===== config.mk =====
export PLATFORM = sky130hd
export DESIGN_NAME = dmem_top
export DESIGN_NICKNAME = d
export VERILOG_FILES = /design/src/common/dmem_cfg_pkg.sv /design/src/common/rv_mem_pkg.sv /design/src/hw/dmem/dmem_lsu_decode.sv /design/src/hw/dmem/dmem_apb_port.sv /design/src/hw/dmem/dmem_ram_ctrl.sv /design/src/hw/dmem_top.sv
export SDC_FILE = /design/constraint.sdc
export NUM_CORES = 2
export LEC_CHECK = 0
export BUFFER_PORTS_ARGS = -buffer_cell sky130_fd_sc_hd__buf_2
export CORE_UTILIZATION = 23
export CTS_BUF_LIST = sky130_fd_sc_hd__clkbuf_8
export CTS_CLUSTER_DIAMETER = 120
export DETAILED_ROUTE_END_ITERATION = 12
export GPL_TIMING_DRIVEN = 1
export PLACE_DENSITY = 0.38
export SLEW_MARGIN = 5
export SYNTH_ARGS = -nofsm -noshare
export SYNTH_HDL_FRONTEND = slang
export SYNTH_SLANG_ARGS = --single-unit

===== constraint.sdc =====
create_clock -name clk -period 4.75 [get_ports clk]
set_clock_uncertainty 0.15 [all_clocks]
set_input_delay 0.2375 -clock clk [delete_from_list [all_inputs] [get_ports clk]]
set_output_delay 0.2375 -clock clk [all_outputs]
set_load 0.02 [all_outputs]

===== src/common/dmem_cfg_pkg.sv =====
/*
 * Data memory geometry constants
 * APB address map and data widths
 * Host port FSM state codes
 */

package dmem_cfg_pkg;

    // Memory geometry
    localparam int DMEM_AW    = 8;                 // Byte address width
    localparam int DMEM_DEPTH = 2 ** DMEM_AW;      // Bytes
    localparam int DMEM_WORDS = DMEM_DEPTH / 4;    // Words per byte lane
    localparam int DMEM_WAW   = DMEM_AW - 2;       // Word address width

    localparam int NB_BYTE = 8;
    localparam int NB_WORD = 32;

    // APB side
    localparam int APB_AW = 12;
    localparam int APB_DW = 32;
    localparam int APB_SW = APB_DW / NB_BYTE;      // Strobe bits

    // Host port FSM
    localparam logic [1:0] APB_ST_IDLE   = 2'd0;
    localparam logic [1:0] APB_ST_WAIT   = 2'd1;   // Access phase, waiting on grant
    localparam logic [1:0] APB_ST_RD_RET = 2'd2;   // Read data back from RAM

endpackage


===== src/common/rv_mem_pkg.sv =====
/*
 * RISC-V load and store funct3 encodings
 * Access size field values
 * Packed union giving byte and halfword views of a word
 */

package rv_mem_pkg;

    // Loads
    localparam logic [2:0] F3_LB  = 3'b000;
    localparam logic [2:0] F3_LH  = 3'b001;
    localparam logic [2:0] F3_LW  = 3'b010;
    localparam logic [2:0] F3_LBU = 3'b100;
    localparam logic [2:0] F3_LHU = 3'b101;

    // Stores
    localparam logic [2:0] F3_SB = 3'b000;
    localparam logic [2:0] F3_SH = 3'b001;
    localparam logic [2:0] F3_SW = 3'b010;

    // funct3[1:0] gives the access size for loads and stores alike
    localparam logic [1:0] SZ_BYTE = 2'b00;
    localparam logic [1:0] SZ_HALF = 2'b01;
    localparam logic [1:0] SZ_WORD = 2'b10;

    // One memory word, seen as lanes or as halfwords
    typedef union packed {
        logic [3:0][7:0]  b;   // Byte lanes, index is byte offset
        logic [1:0][15:0] h;   // Halfwords, index is offset bit 1
    } mem_word_u;

endpackage


===== src/hw/dmem/dmem_lsu_decode.sv =====
/*
 * Core load/store decoder
 * Lane enables, lane-aligned write data, misalignment flag
 */

`timescale 1ns/1ps

module dmem_lsu_decode
    import dmem_cfg_pkg::*, rv_mem_pkg::*;
(
    input  logic                clk,
    input  logic                i_rst,
    input  logic                i_core_ren,
    input  logic                i_core_wen,
    input  logic [2:0]          i_core_funct3,
    input  logic [DMEM_AW-1:0]  i_core_addr,
    input  logic [NB_WORD-1:0]  i_core_wdata,
    output logic [3:0]          o_wr_lanes,
    output mem_word_u           o_wr_data,
    output logic [DMEM_WAW-1:0] o_word_addr,
    output logic                o_rd_req,
    output logic [1:0]          o_byte_off,
    output logic [2:0]          o_ld_funct3,
    output logic                o_misaligned
);

    logic [1:0] off;
    logic [1:0] size;
    logic       mis;

    assign off  = i_core_addr[1:0];
    assign size = i_core_funct3[1:0];

    // Halfword needs bit 0 clear, word needs offset 00
    assign mis = ((size == SZ_HALF) && off[0]) ||
                 ((size == SZ_WORD) && (off != 2'b00));

    assign o_word_addr = i_core_addr[DMEM_AW-1:2];
    assign o_byte_off  = off;
    assign o_ld_funct3 = i_core_funct3;
    assign o_rd_req    = i_core_ren && !mis;

    always_comb begin
        o_wr_data  = '0;
        o_wr_lanes = 4'b0000;
        case (i_core_funct3)
            F3_SB: begin
                o_wr_data.b[off] = i_core_wdata[NB_BYTE-1:0];
                o_wr_lanes       = 4'b0001 << off;
            end
            F3_SH: begin
                o_wr_data.h[off[1]] = i_core_wdata[2*NB_BYTE-1:0];
                o_wr_lanes          = 4'b0011 << {off[1], 1'b0};
            end
            F3_SW: begin
                o_wr_data  = i_core_wdata;
                o_wr_lanes = 4'b1111;
            end
            default: ;  // Unknown store size writes nothing
        endcase
        if (!i_core_wen || mis) begin
            o_wr_lanes = 4'b0000;
        end
    end

    always_ff @(posedge clk) begin
        if (i_rst) begin
            o_misaligned <= 1'b0;
        end else begin
            o_misaligned <= (i_core_ren || i_core_wen) && mis;
        end
    end

    // Core never loads and stores in one cycle
    a_ren_wen_excl: assert property (@(posedge clk) disable iff (i_rst)
        !(i_core_ren && i_core_wen));

    a_rd_wr_excl: assert property (@(posedge clk) disable iff (i_rst)
        !(o_rd_req && (|o_wr_lanes)));

endmodule


===== src/hw/dmem/dmem_apb_port.sv =====
/*
 * APB4 slave for host access to the data memory
 * Word requests with byte strobes, slave error when out of range
 */

`timescale 1ns/1ps

module dmem_apb_port
    import dmem_cfg_pkg::*;
(
    input  logic                clk,
    input  logic                i_rst,
    input  logic                i_psel,
    input  logic                i_penable,
    input  logic                i_pwrite,
    input  logic [APB_AW-1:0]   i_paddr,
    input  logic [APB_DW-1:0]   i_pwdata,
    input  logic [APB_SW-1:0]   i_pstrb,
    input  logic                i_grant,
    input  logic [NB_WORD-1:0]  i_host_rdata,
    output logic [APB_DW-1:0]   o_prdata,
    output logic                o_pready,
    output logic                o_pslverr,
    output logic                o_host_req,
    output logic                o_host_we,
    output logic [DMEM_WAW-1:0] o_host_waddr,
    output logic [APB_DW-1:0]   o_host_wdata,
    output logic [APB_SW-1:0]   o_host_strb
);

    logic [1:0] state;
    logic [1:0] state_nxt;
    logic       access;
    logic       in_range;

    assign access   = i_psel && i_penable;
    assign in_range = i_paddr < APB_AW'(DMEM_DEPTH);

    // Request only for a legal address in the access phase
    assign o_host_req   = (state == APB_ST_WAIT) && access && in_range;
    assign o_host_we    = i_pwrite;
    assign o_host_waddr = i_paddr[DMEM_AW-1:2];   // PADDR[1:0] ignored
    assign o_host_wdata = i_pwdata;
    assign o_host_strb  = i_pstrb;

    assign o_prdata = (state == APB_ST_RD_RET) ? i_host_rdata : '0;

    always_comb begin
        state_nxt = state;
        o_pready  = 1'b0;
        o_pslverr = 1'b0;
        case (state)
            APB_ST_IDLE: begin
                if (i_psel && !i_penable) begin
                    state_nxt = APB_ST_WAIT;   // Setup phase seen
                end
            end
            APB_ST_WAIT: begin
                if (!i_psel) begin
                    state_nxt = APB_ST_IDLE;
                end else if (access && !in_range) begin
                    o_pready  = 1'b1;
                    o_pslverr = 1'b1;
                    state_nxt = APB_ST_IDLE;
                end else if (access && i_grant) begin
                    if (i_pwrite) begin
                        o_pready  = 1'b1;      // Write lands on this edge
                        state_nxt = APB_ST_IDLE;
                    end else begin
                        state_nxt = APB_ST_RD_RET;
                    end
                end
            end
            APB_ST_RD_RET: begin
                o_pready  = access;
                state_nxt = APB_ST_IDLE;
            end
            default: state_nxt = APB_ST_IDLE;
        endcase
    end

    always_ff @(posedge clk) begin
        if (i_rst) begin
            state <= APB_ST_IDLE;
        end else begin
            state <= state_nxt;
        end
    end

    a_pready_in_access: assert property (@(posedge clk) disable iff (i_rst)
        o_pready |-> (i_psel && i_penable));

endmodule


===== src/hw/dmem/dmem_ram_ctrl.sv =====
/*
 * Byte-lane RAM with core-first arbitration
 * Synchronous word read, load byte/halfword select and extension
 */

`timescale 1ns/1ps

module dmem_ram_ctrl
    import dmem_cfg_pkg::*, rv_mem_pkg::*;
(
    input  logic                clk,
    input  logic                i_rst,
    input  logic [3:0]          i_core_lanes,
    input  mem_word_u           i_core_wdata,
    input  logic [DMEM_WAW-1:0] i_core_waddr,
    input  logic                i_core_rd_req,
    input  logic [1:0]          i_core_off,
    input  logic [2:0]          i_core_f3,
    input  logic                i_host_req,
    input  logic                i_host_we,
    input  logic [DMEM_WAW-1:0] i_host_addr,
    input  logic [APB_DW-1:0]   i_host_wdata,
    input  logic [APB_SW-1:0]   i_host_strb,
    output logic                o_grant,
    output logic [NB_WORD-1:0]  o_host_rdata,
    output logic [NB_WORD-1:0]  o_core_rdata,
    output logic                o_core_rvalid
);

    logic                core_req;
    logic [DMEM_WAW-1:0] addr;
    logic [3:0]          wr_lanes;
    mem_word_u           wr_word;
    logic                rd_en;
    logic [NB_BYTE-1:0]  rd_lane [4];
    mem_word_u           rd_word;
    logic [1:0]          ld_off_q;
    logic [2:0]          ld_f3_q;
    logic [NB_BYTE-1:0]  sel_b;
    logic [15:0]         sel_h;

    assign core_req = (|i_core_lanes) || i_core_rd_req;
    assign o_grant  = i_host_req && !core_req;   // Core always wins

    assign addr     = core_req ? i_core_waddr : i_host_addr;
    assign wr_word  = core_req ? i_core_wdata : mem_word_u'(i_host_wdata);
    assign wr_lanes = core_req ? i_core_lanes :
                      ((o_grant && i_host_we) ? i_host_strb : 4'b0000);
    assign rd_en    = i_core_rd_req || (o_grant && !i_host_we);

    for (genvar l = 0; l < 4; l++) begin : g_lane
        logic [NB_BYTE-1:0] mem [DMEM_WORDS];

        always_ff @(posedge clk) begin
            if (wr_lanes[l]) begin
                mem[addr] <= wr_word.b[l];
            end
        end

        always_ff @(posedge clk) begin
            if (i_rst) begin
                rd_lane[l] <= '0;
            end else if (rd_en) begin
                rd_lane[l] <= mem[addr];
            end
        end
    end

    always_comb begin
        for (int l = 0; l < 4; l++) begin
            rd_word.b[l] = rd_lane[l];
        end
    end

    assign o_host_rdata = rd_word;

    // Load shape travels with the read
    always_ff @(posedge clk) begin
        if (i_rst) begin
            ld_off_q      <= 2'b00;
            ld_f3_q       <= F3_LW;
            o_core_rvalid <= 1'b0;
        end else begin
            o_core_rvalid <= i_core_rd_req;
            if (i_core_rd_req) begin
                ld_off_q <= i_core_off;
                ld_f3_q  <= i_core_f3;
            end
        end
    end

    assign sel_b = rd_word.b[ld_off_q];
    assign sel_h = rd_word.h[ld_off_q[1]];

    always_comb begin
        case (ld_f3_q)
            F3_LB:   o_core_rdata = {{(NB_WORD-NB_BYTE){sel_b[NB_BYTE-1]}}, sel_b};
            F3_LBU:  o_core_rdata = {{(NB_WORD-NB_BYTE){1'b0}}, sel_b};
            F3_LH:   o_core_rdata = {{(NB_WORD-16){sel_h[15]}}, sel_h};
            F3_LHU:  o_core_rdata = {{(NB_WORD-16){1'b0}}, sel_h};
            default: o_core_rdata = rd_word;   // LW
        endcase
    end

    a_core_priority: assert property (@(posedge clk) disable iff (i_rst)
        core_req |-> !o_grant);

endmodule


===== src/hw/dmem_top.sv =====
/*
 * Data memory top level
 * Core decoder and APB port feeding the RAM controller
 */

`timescale 1ns/1ps

module dmem_top
    import dmem_cfg_pkg::*, rv_mem_pkg::*;
(
    input  logic               clk,
    input  logic               i_rst,
    // Core side
    input  logic               i_core_ren,
    input  logic               i_core_wen,
    input  logic [2:0]         i_core_funct3,
    input  logic [DMEM_AW-1:0] i_core_addr,
    input  logic [NB_WORD-1:0] i_core_wdata,
    output logic [NB_WORD-1:0] o_core_rdata,
    output logic               o_core_rvalid,
    output logic               o_misaligned,
    // APB4 host
    input  logic               i_psel,
    input  logic               i_penable,
    input  logic               i_pwrite,
    input  logic [APB_AW-1:0]  i_paddr,
    input  logic [APB_DW-1:0]  i_pwdata,
    input  logic [APB_SW-1:0]  i_pstrb,
    output logic [APB_DW-1:0]  o_prdata,
    output logic               o_pready,
    output logic               o_pslverr
);

    logic [3:0]          core_lanes;
    mem_word_u           core_wdata;
    logic [DMEM_WAW-1:0] core_waddr;
    logic                core_rd_req;
    logic [1:0]          core_off;
    logic [2:0]          core_f3;
    logic                host_req;
    logic                host_we;
    logic [DMEM_WAW-1:0] host_addr;
    logic [APB_DW-1:0]   host_wdata;
    logic [APB_SW-1:0]   host_strb;
    logic                host_grant;
    logic [NB_WORD-1:0]  host_rdata;

    dmem_lsu_decode dmem_lsu_decode_inst (
        .clk           (clk),
        .i_rst         (i_rst),
        .i_core_ren    (i_core_ren),
        .i_core_wen    (i_core_wen),
        .i_core_funct3 (i_core_funct3),
        .i_core_addr   (i_core_addr),
        .i_core_wdata  (i_core_wdata),
        .o_wr_lanes    (core_lanes),
        .o_wr_data     (core_wdata),
        .o_word_addr   (core_waddr),
        .o_rd_req      (core_rd_req),
        .o_byte_off    (core_off),
        .o_ld_funct3   (core_f3),
        .o_misaligned  (o_misaligned)
    );

    dmem_apb_port dmem_apb_port_inst (
        .clk          (clk),
        .i_rst        (i_rst),
        .i_psel       (i_psel),
        .i_penable    (i_penable),
        .i_pwrite     (i_pwrite),
        .i_paddr      (i_paddr),
        .i_pwdata     (i_pwdata),
        .i_pstrb      (i_pstrb),
        .i_grant      (host_grant),
        .i_host_rdata (host_rdata),
        .o_prdata     (o_prdata),
        .o_pready     (o_pready),
        .o_pslverr    (o_pslverr),
        .o_host_req   (host_req),
        .o_host_we    (host_we),
        .o_host_waddr (host_addr),
        .o_host_wdata (host_wdata),
        .o_host_strb  (host_strb)
    );

    dmem_ram_ctrl dmem_ram_ctrl_inst (
        .clk           (clk),
        .i_rst         (i_rst),
        .i_core_lanes  (core_lanes),
        .i_core_wdata  (core_wdata),
        .i_core_waddr  (core_waddr),
        .i_core_rd_req (core_rd_req),
        .i_core_off    (core_off),
        .i_core_f3     (core_f3),
        .i_host_req    (host_req),
        .i_host_we     (host_we),
        .i_host_addr   (host_addr),
        .i_host_wdata  (host_wdata),
        .i_host_strb   (host_strb),
        .o_grant       (host_grant),
        .o_host_rdata  (host_rdata),
        .o_core_rdata  (o_core_rdata),
        .o_core_rvalid (o_core_rvalid)
    );

endmodule


==> out/results.tsv <==
metric	value	unit
portBuffers	163	
clk_latency	0.99	ns
wl_per_cell	29.3	microns
drt_pass1_iterations	5	
syn_inst	5950	
setup_violations	0	
syn_nets	6051	
grt_use_total	17.6	%
postCtsSetupRepairBufs	0	
area_delta_synth_final	20.8	%
clock-sinks	2089	
synth_top_flop_cell	edfxtp_1	
yosys_warnings	0	
worstMarginPinSlew	1.21	ns
p_leak	32.5	nW
core_area	376000	sq um
grt_use_met3	2.56	%
start_util	23.1	%
synth_cell_types	60	
initialDrtViolationCount	5666	
ys_ff_latch	2089	
fmax	222	MHz
grt_max_degree	178	
final_nets	6653	
cts_tree	done	
synth_area	87000	sq um
io_pins	166	
finalHoldViolCount	0	
maxSlewHeadroom	17.2	%
finalSetupTns	0	ns
critPathCaptureType	flop	
root_buffer	clkbuf_8	
rsz0062_at_grt	false	
fin_crit_sh	95.0	%
grt_first_pass_wirelength	481000	microns
grt_use_met1	24.3	%
cp_data_required_time	5.34	ns
final_cells	11800	
p_per_area	390	nW/um^2
layout-drive-gt1-share	18.4	%
crit_fanout	42	
syn_area_per_cell	14.6	sq um
htreeDepth	5	
detail_route.vias_per_cell	5.07	
path_clk_slew	0.06	ns
vias	60000	
status	complete, no violations	
crit_type	in2reg	
synth-edff-count	2080	
min_period	4.51	ns
fin_area	105000	sq um
rows	225	
gp_congestion	0.812	
cp.arrival	5.10	ns
dp_cells	11100	
worst_ir_drop_vdd	0.189	mV
clock_path_buffers	4	
grt_busiest_layer	met2	
die_h	617	microns
place_area	97800	sq um
cts_made_buffers	367	
dpl.hpwl	218000	microns
drc	0	
overflow	0	
slew_violations	0	
dieArea	381000	sq um
grt_antenna_before_repair	32	
use_met2	28.8	%
async_flop_share	0	%
hold_class	in2reg	
postRouteAntennaNets	0	
cap_violations	0	
ys_seq_area_share	72.0	%
cts_resized	0	
grt_pass1_vias	59400	
die_w	617	microns
routed_wl	347000	microns
start_kind	input port	
[path summary, 6_finish.rpt]
kind,startpoint,end,slack (ns),depth (start not counted)
max,i_core_funct3[0],dmem_ram_ctrl_inst.rd_lane[1][1],0.24,12
min,i_core_wdata[6],dmem_ram_ctrl_inst.g_lane[0].mem[3][6],0.08,3
min reg2reg,dmem_ram_ctrl_inst.ld_off_q[0],dmem_ram_ctrl_inst.ld_off_q[0],0.53,3
max reg2reg,dmem_apb_port_inst.state[1],dmem_ram_ctrl_inst.g_lane[2].mem[18][2],1.20,8
[metrics by stage]
step | utilization [%] | hold WS (ns) | power, W | worst slack, ns
after floorplan | - | 0.259 | 0.0232 | 0.230
after global placement | 26.0 | 0.357 | 0.0258 | -0.0924
after detailed placement | 26.0 | 0.377 | 0.0258 | -0.201
after CTS | 27.9 | 0.00318 | 0.0415 | 0.295
after global routing | 27.9 | 0.0398 | 0.0424 | 0.133
final | 27.9 | 0.0805 | 0.0410 | 0.239
[placed cells by master (no fill, tap or decap), types with 8 or more instances in the layout]
cell type / instances
edfxtp_1: 2080
nand2_1: 524
buf_4: 493
a22oi_1: 453
o2111ai_1: 382
o31ai_1: 382
clkbuf_8: 376
nor2_1: 306
a21boi_0: 194
a31oi_1: 169
a2111oi_0: 163
buf_2: 161
a22o_1: 152
inv_1: 140
buf_12: 99
clkinv_1: 90
a221oi_1: 81
dlygate4sd3_1: 81
nand3_1: 65
and2_1: 37
or4_1: 35
o41a_1: 32
a2111o_1: 30
a21oi_1: 28
o31a_1: 26
clkinv_2: 21
nor2_4: 20
o21ai_0: 15
nor3_1: 14
nor2b_1: 10
nand2_2: 10
bufinv_16: 10
o211ai_1: 9
and3_1: 9
a21oi_4: 9
inv_6: 9
diode_2: 8
a222oi_1: 8
dfxtp_1: 8
[cells by family after synthesis]
logic type      synth area share [%]
flops                           72.0
mux                           0.0963
buf+inv                         2.88
compound gates                  19.8
xor+xnor                      0.0302
simple gates                    5.15
fa+ha+maj                     0.0431
[synthesized netlist by cell type, types with 12 or more instances]
cell,n,share of area (%)
o41a_1,32,0.41
o31a_1,26,0.26
edfxtp_1,2080,72
nor3_1,14,0.081
clkbuf_1,430,1.9
buf_1,82,0.35
a221oi_1,81,0.82
buf_2,73,0.42
nand3_1,65,0.37
a22o_1,152,1.5
nor2_1,328,1.4
o21ai_0,15,0.086
nor2b_1,12,0.086
nand2_1,537,2.3
and2_1,37,0.27
a22oi_1,455,3.9
a21oi_1,37,0.21
o2111ai_1,382,3.8
o31ai_1,384,3.3
a2111oi_0,163,1.6
a21boi_0,194,1.7
a2111o_1,30,0.39
a31oi_1,169,1.2
or4_1,35,0.30
[per-layer routing]
layer | vias up | wire length [microns]
li1 | 25900 | -
met1 | 31600 | 155000
met2 | 2048 | 164000
met3 | 455 | 18600
met4 | 6 | 9030
met5 | - | 37
[power breakdown]
part	switching, W	internal (W)
Clock	0.00764	0.00784
Combinational	0.00334	0.00126
Sequential	0.000149	0.0207
[flip-flops by register name, indices dropped and copies added, names as in the netlist]
name	cells
dmem_ram_ctrl_inst.o_core_rvalid	1
dmem_ram_ctrl_inst.rd_lane	32
dmem_apb_port_inst.state	2
dmem_ram_ctrl_inst.ld_f3_q	3
dmem_lsu_decode_inst.o_misaligned	1
dmem_ram_ctrl_inst.g_lane.mem	2048
dmem_ram_ctrl_inst.ld_off_q	2
[area by class of cell]
cell class                 count  area [sq um]
tap                         4994          6250
antenna                        8          20.0
sequential                  2089         62600
clock buffer                 376          5170
inverter                      11          41.3
multi-input combinational   3247         22300
clock inverter               262          1330
fill                       38300        271000
timing repair buffer         836          7330
[timing repair]
action | 4_1_cts | 5_1_grt
setup endpoints to repair | 0 | 0
hold buffers | 81 | 0
hold endpoints to repair | 2302 | 0
[critical path, cell delays in order]
cell	delay, ns
dlygate4sd3_1	0.55
buf_2	0.20
xnor2_1	0.20
o211ai_2	0.52
nand2_8	0.25
a31o_4	0.41
buf_12	0.23
a2111oi_0	0.83
buf_4	0.23
a31oi_1	0.16
or4_1	0.75
o41a_1	0.47
No activity file was read; power rests on OpenSTA's default activity.
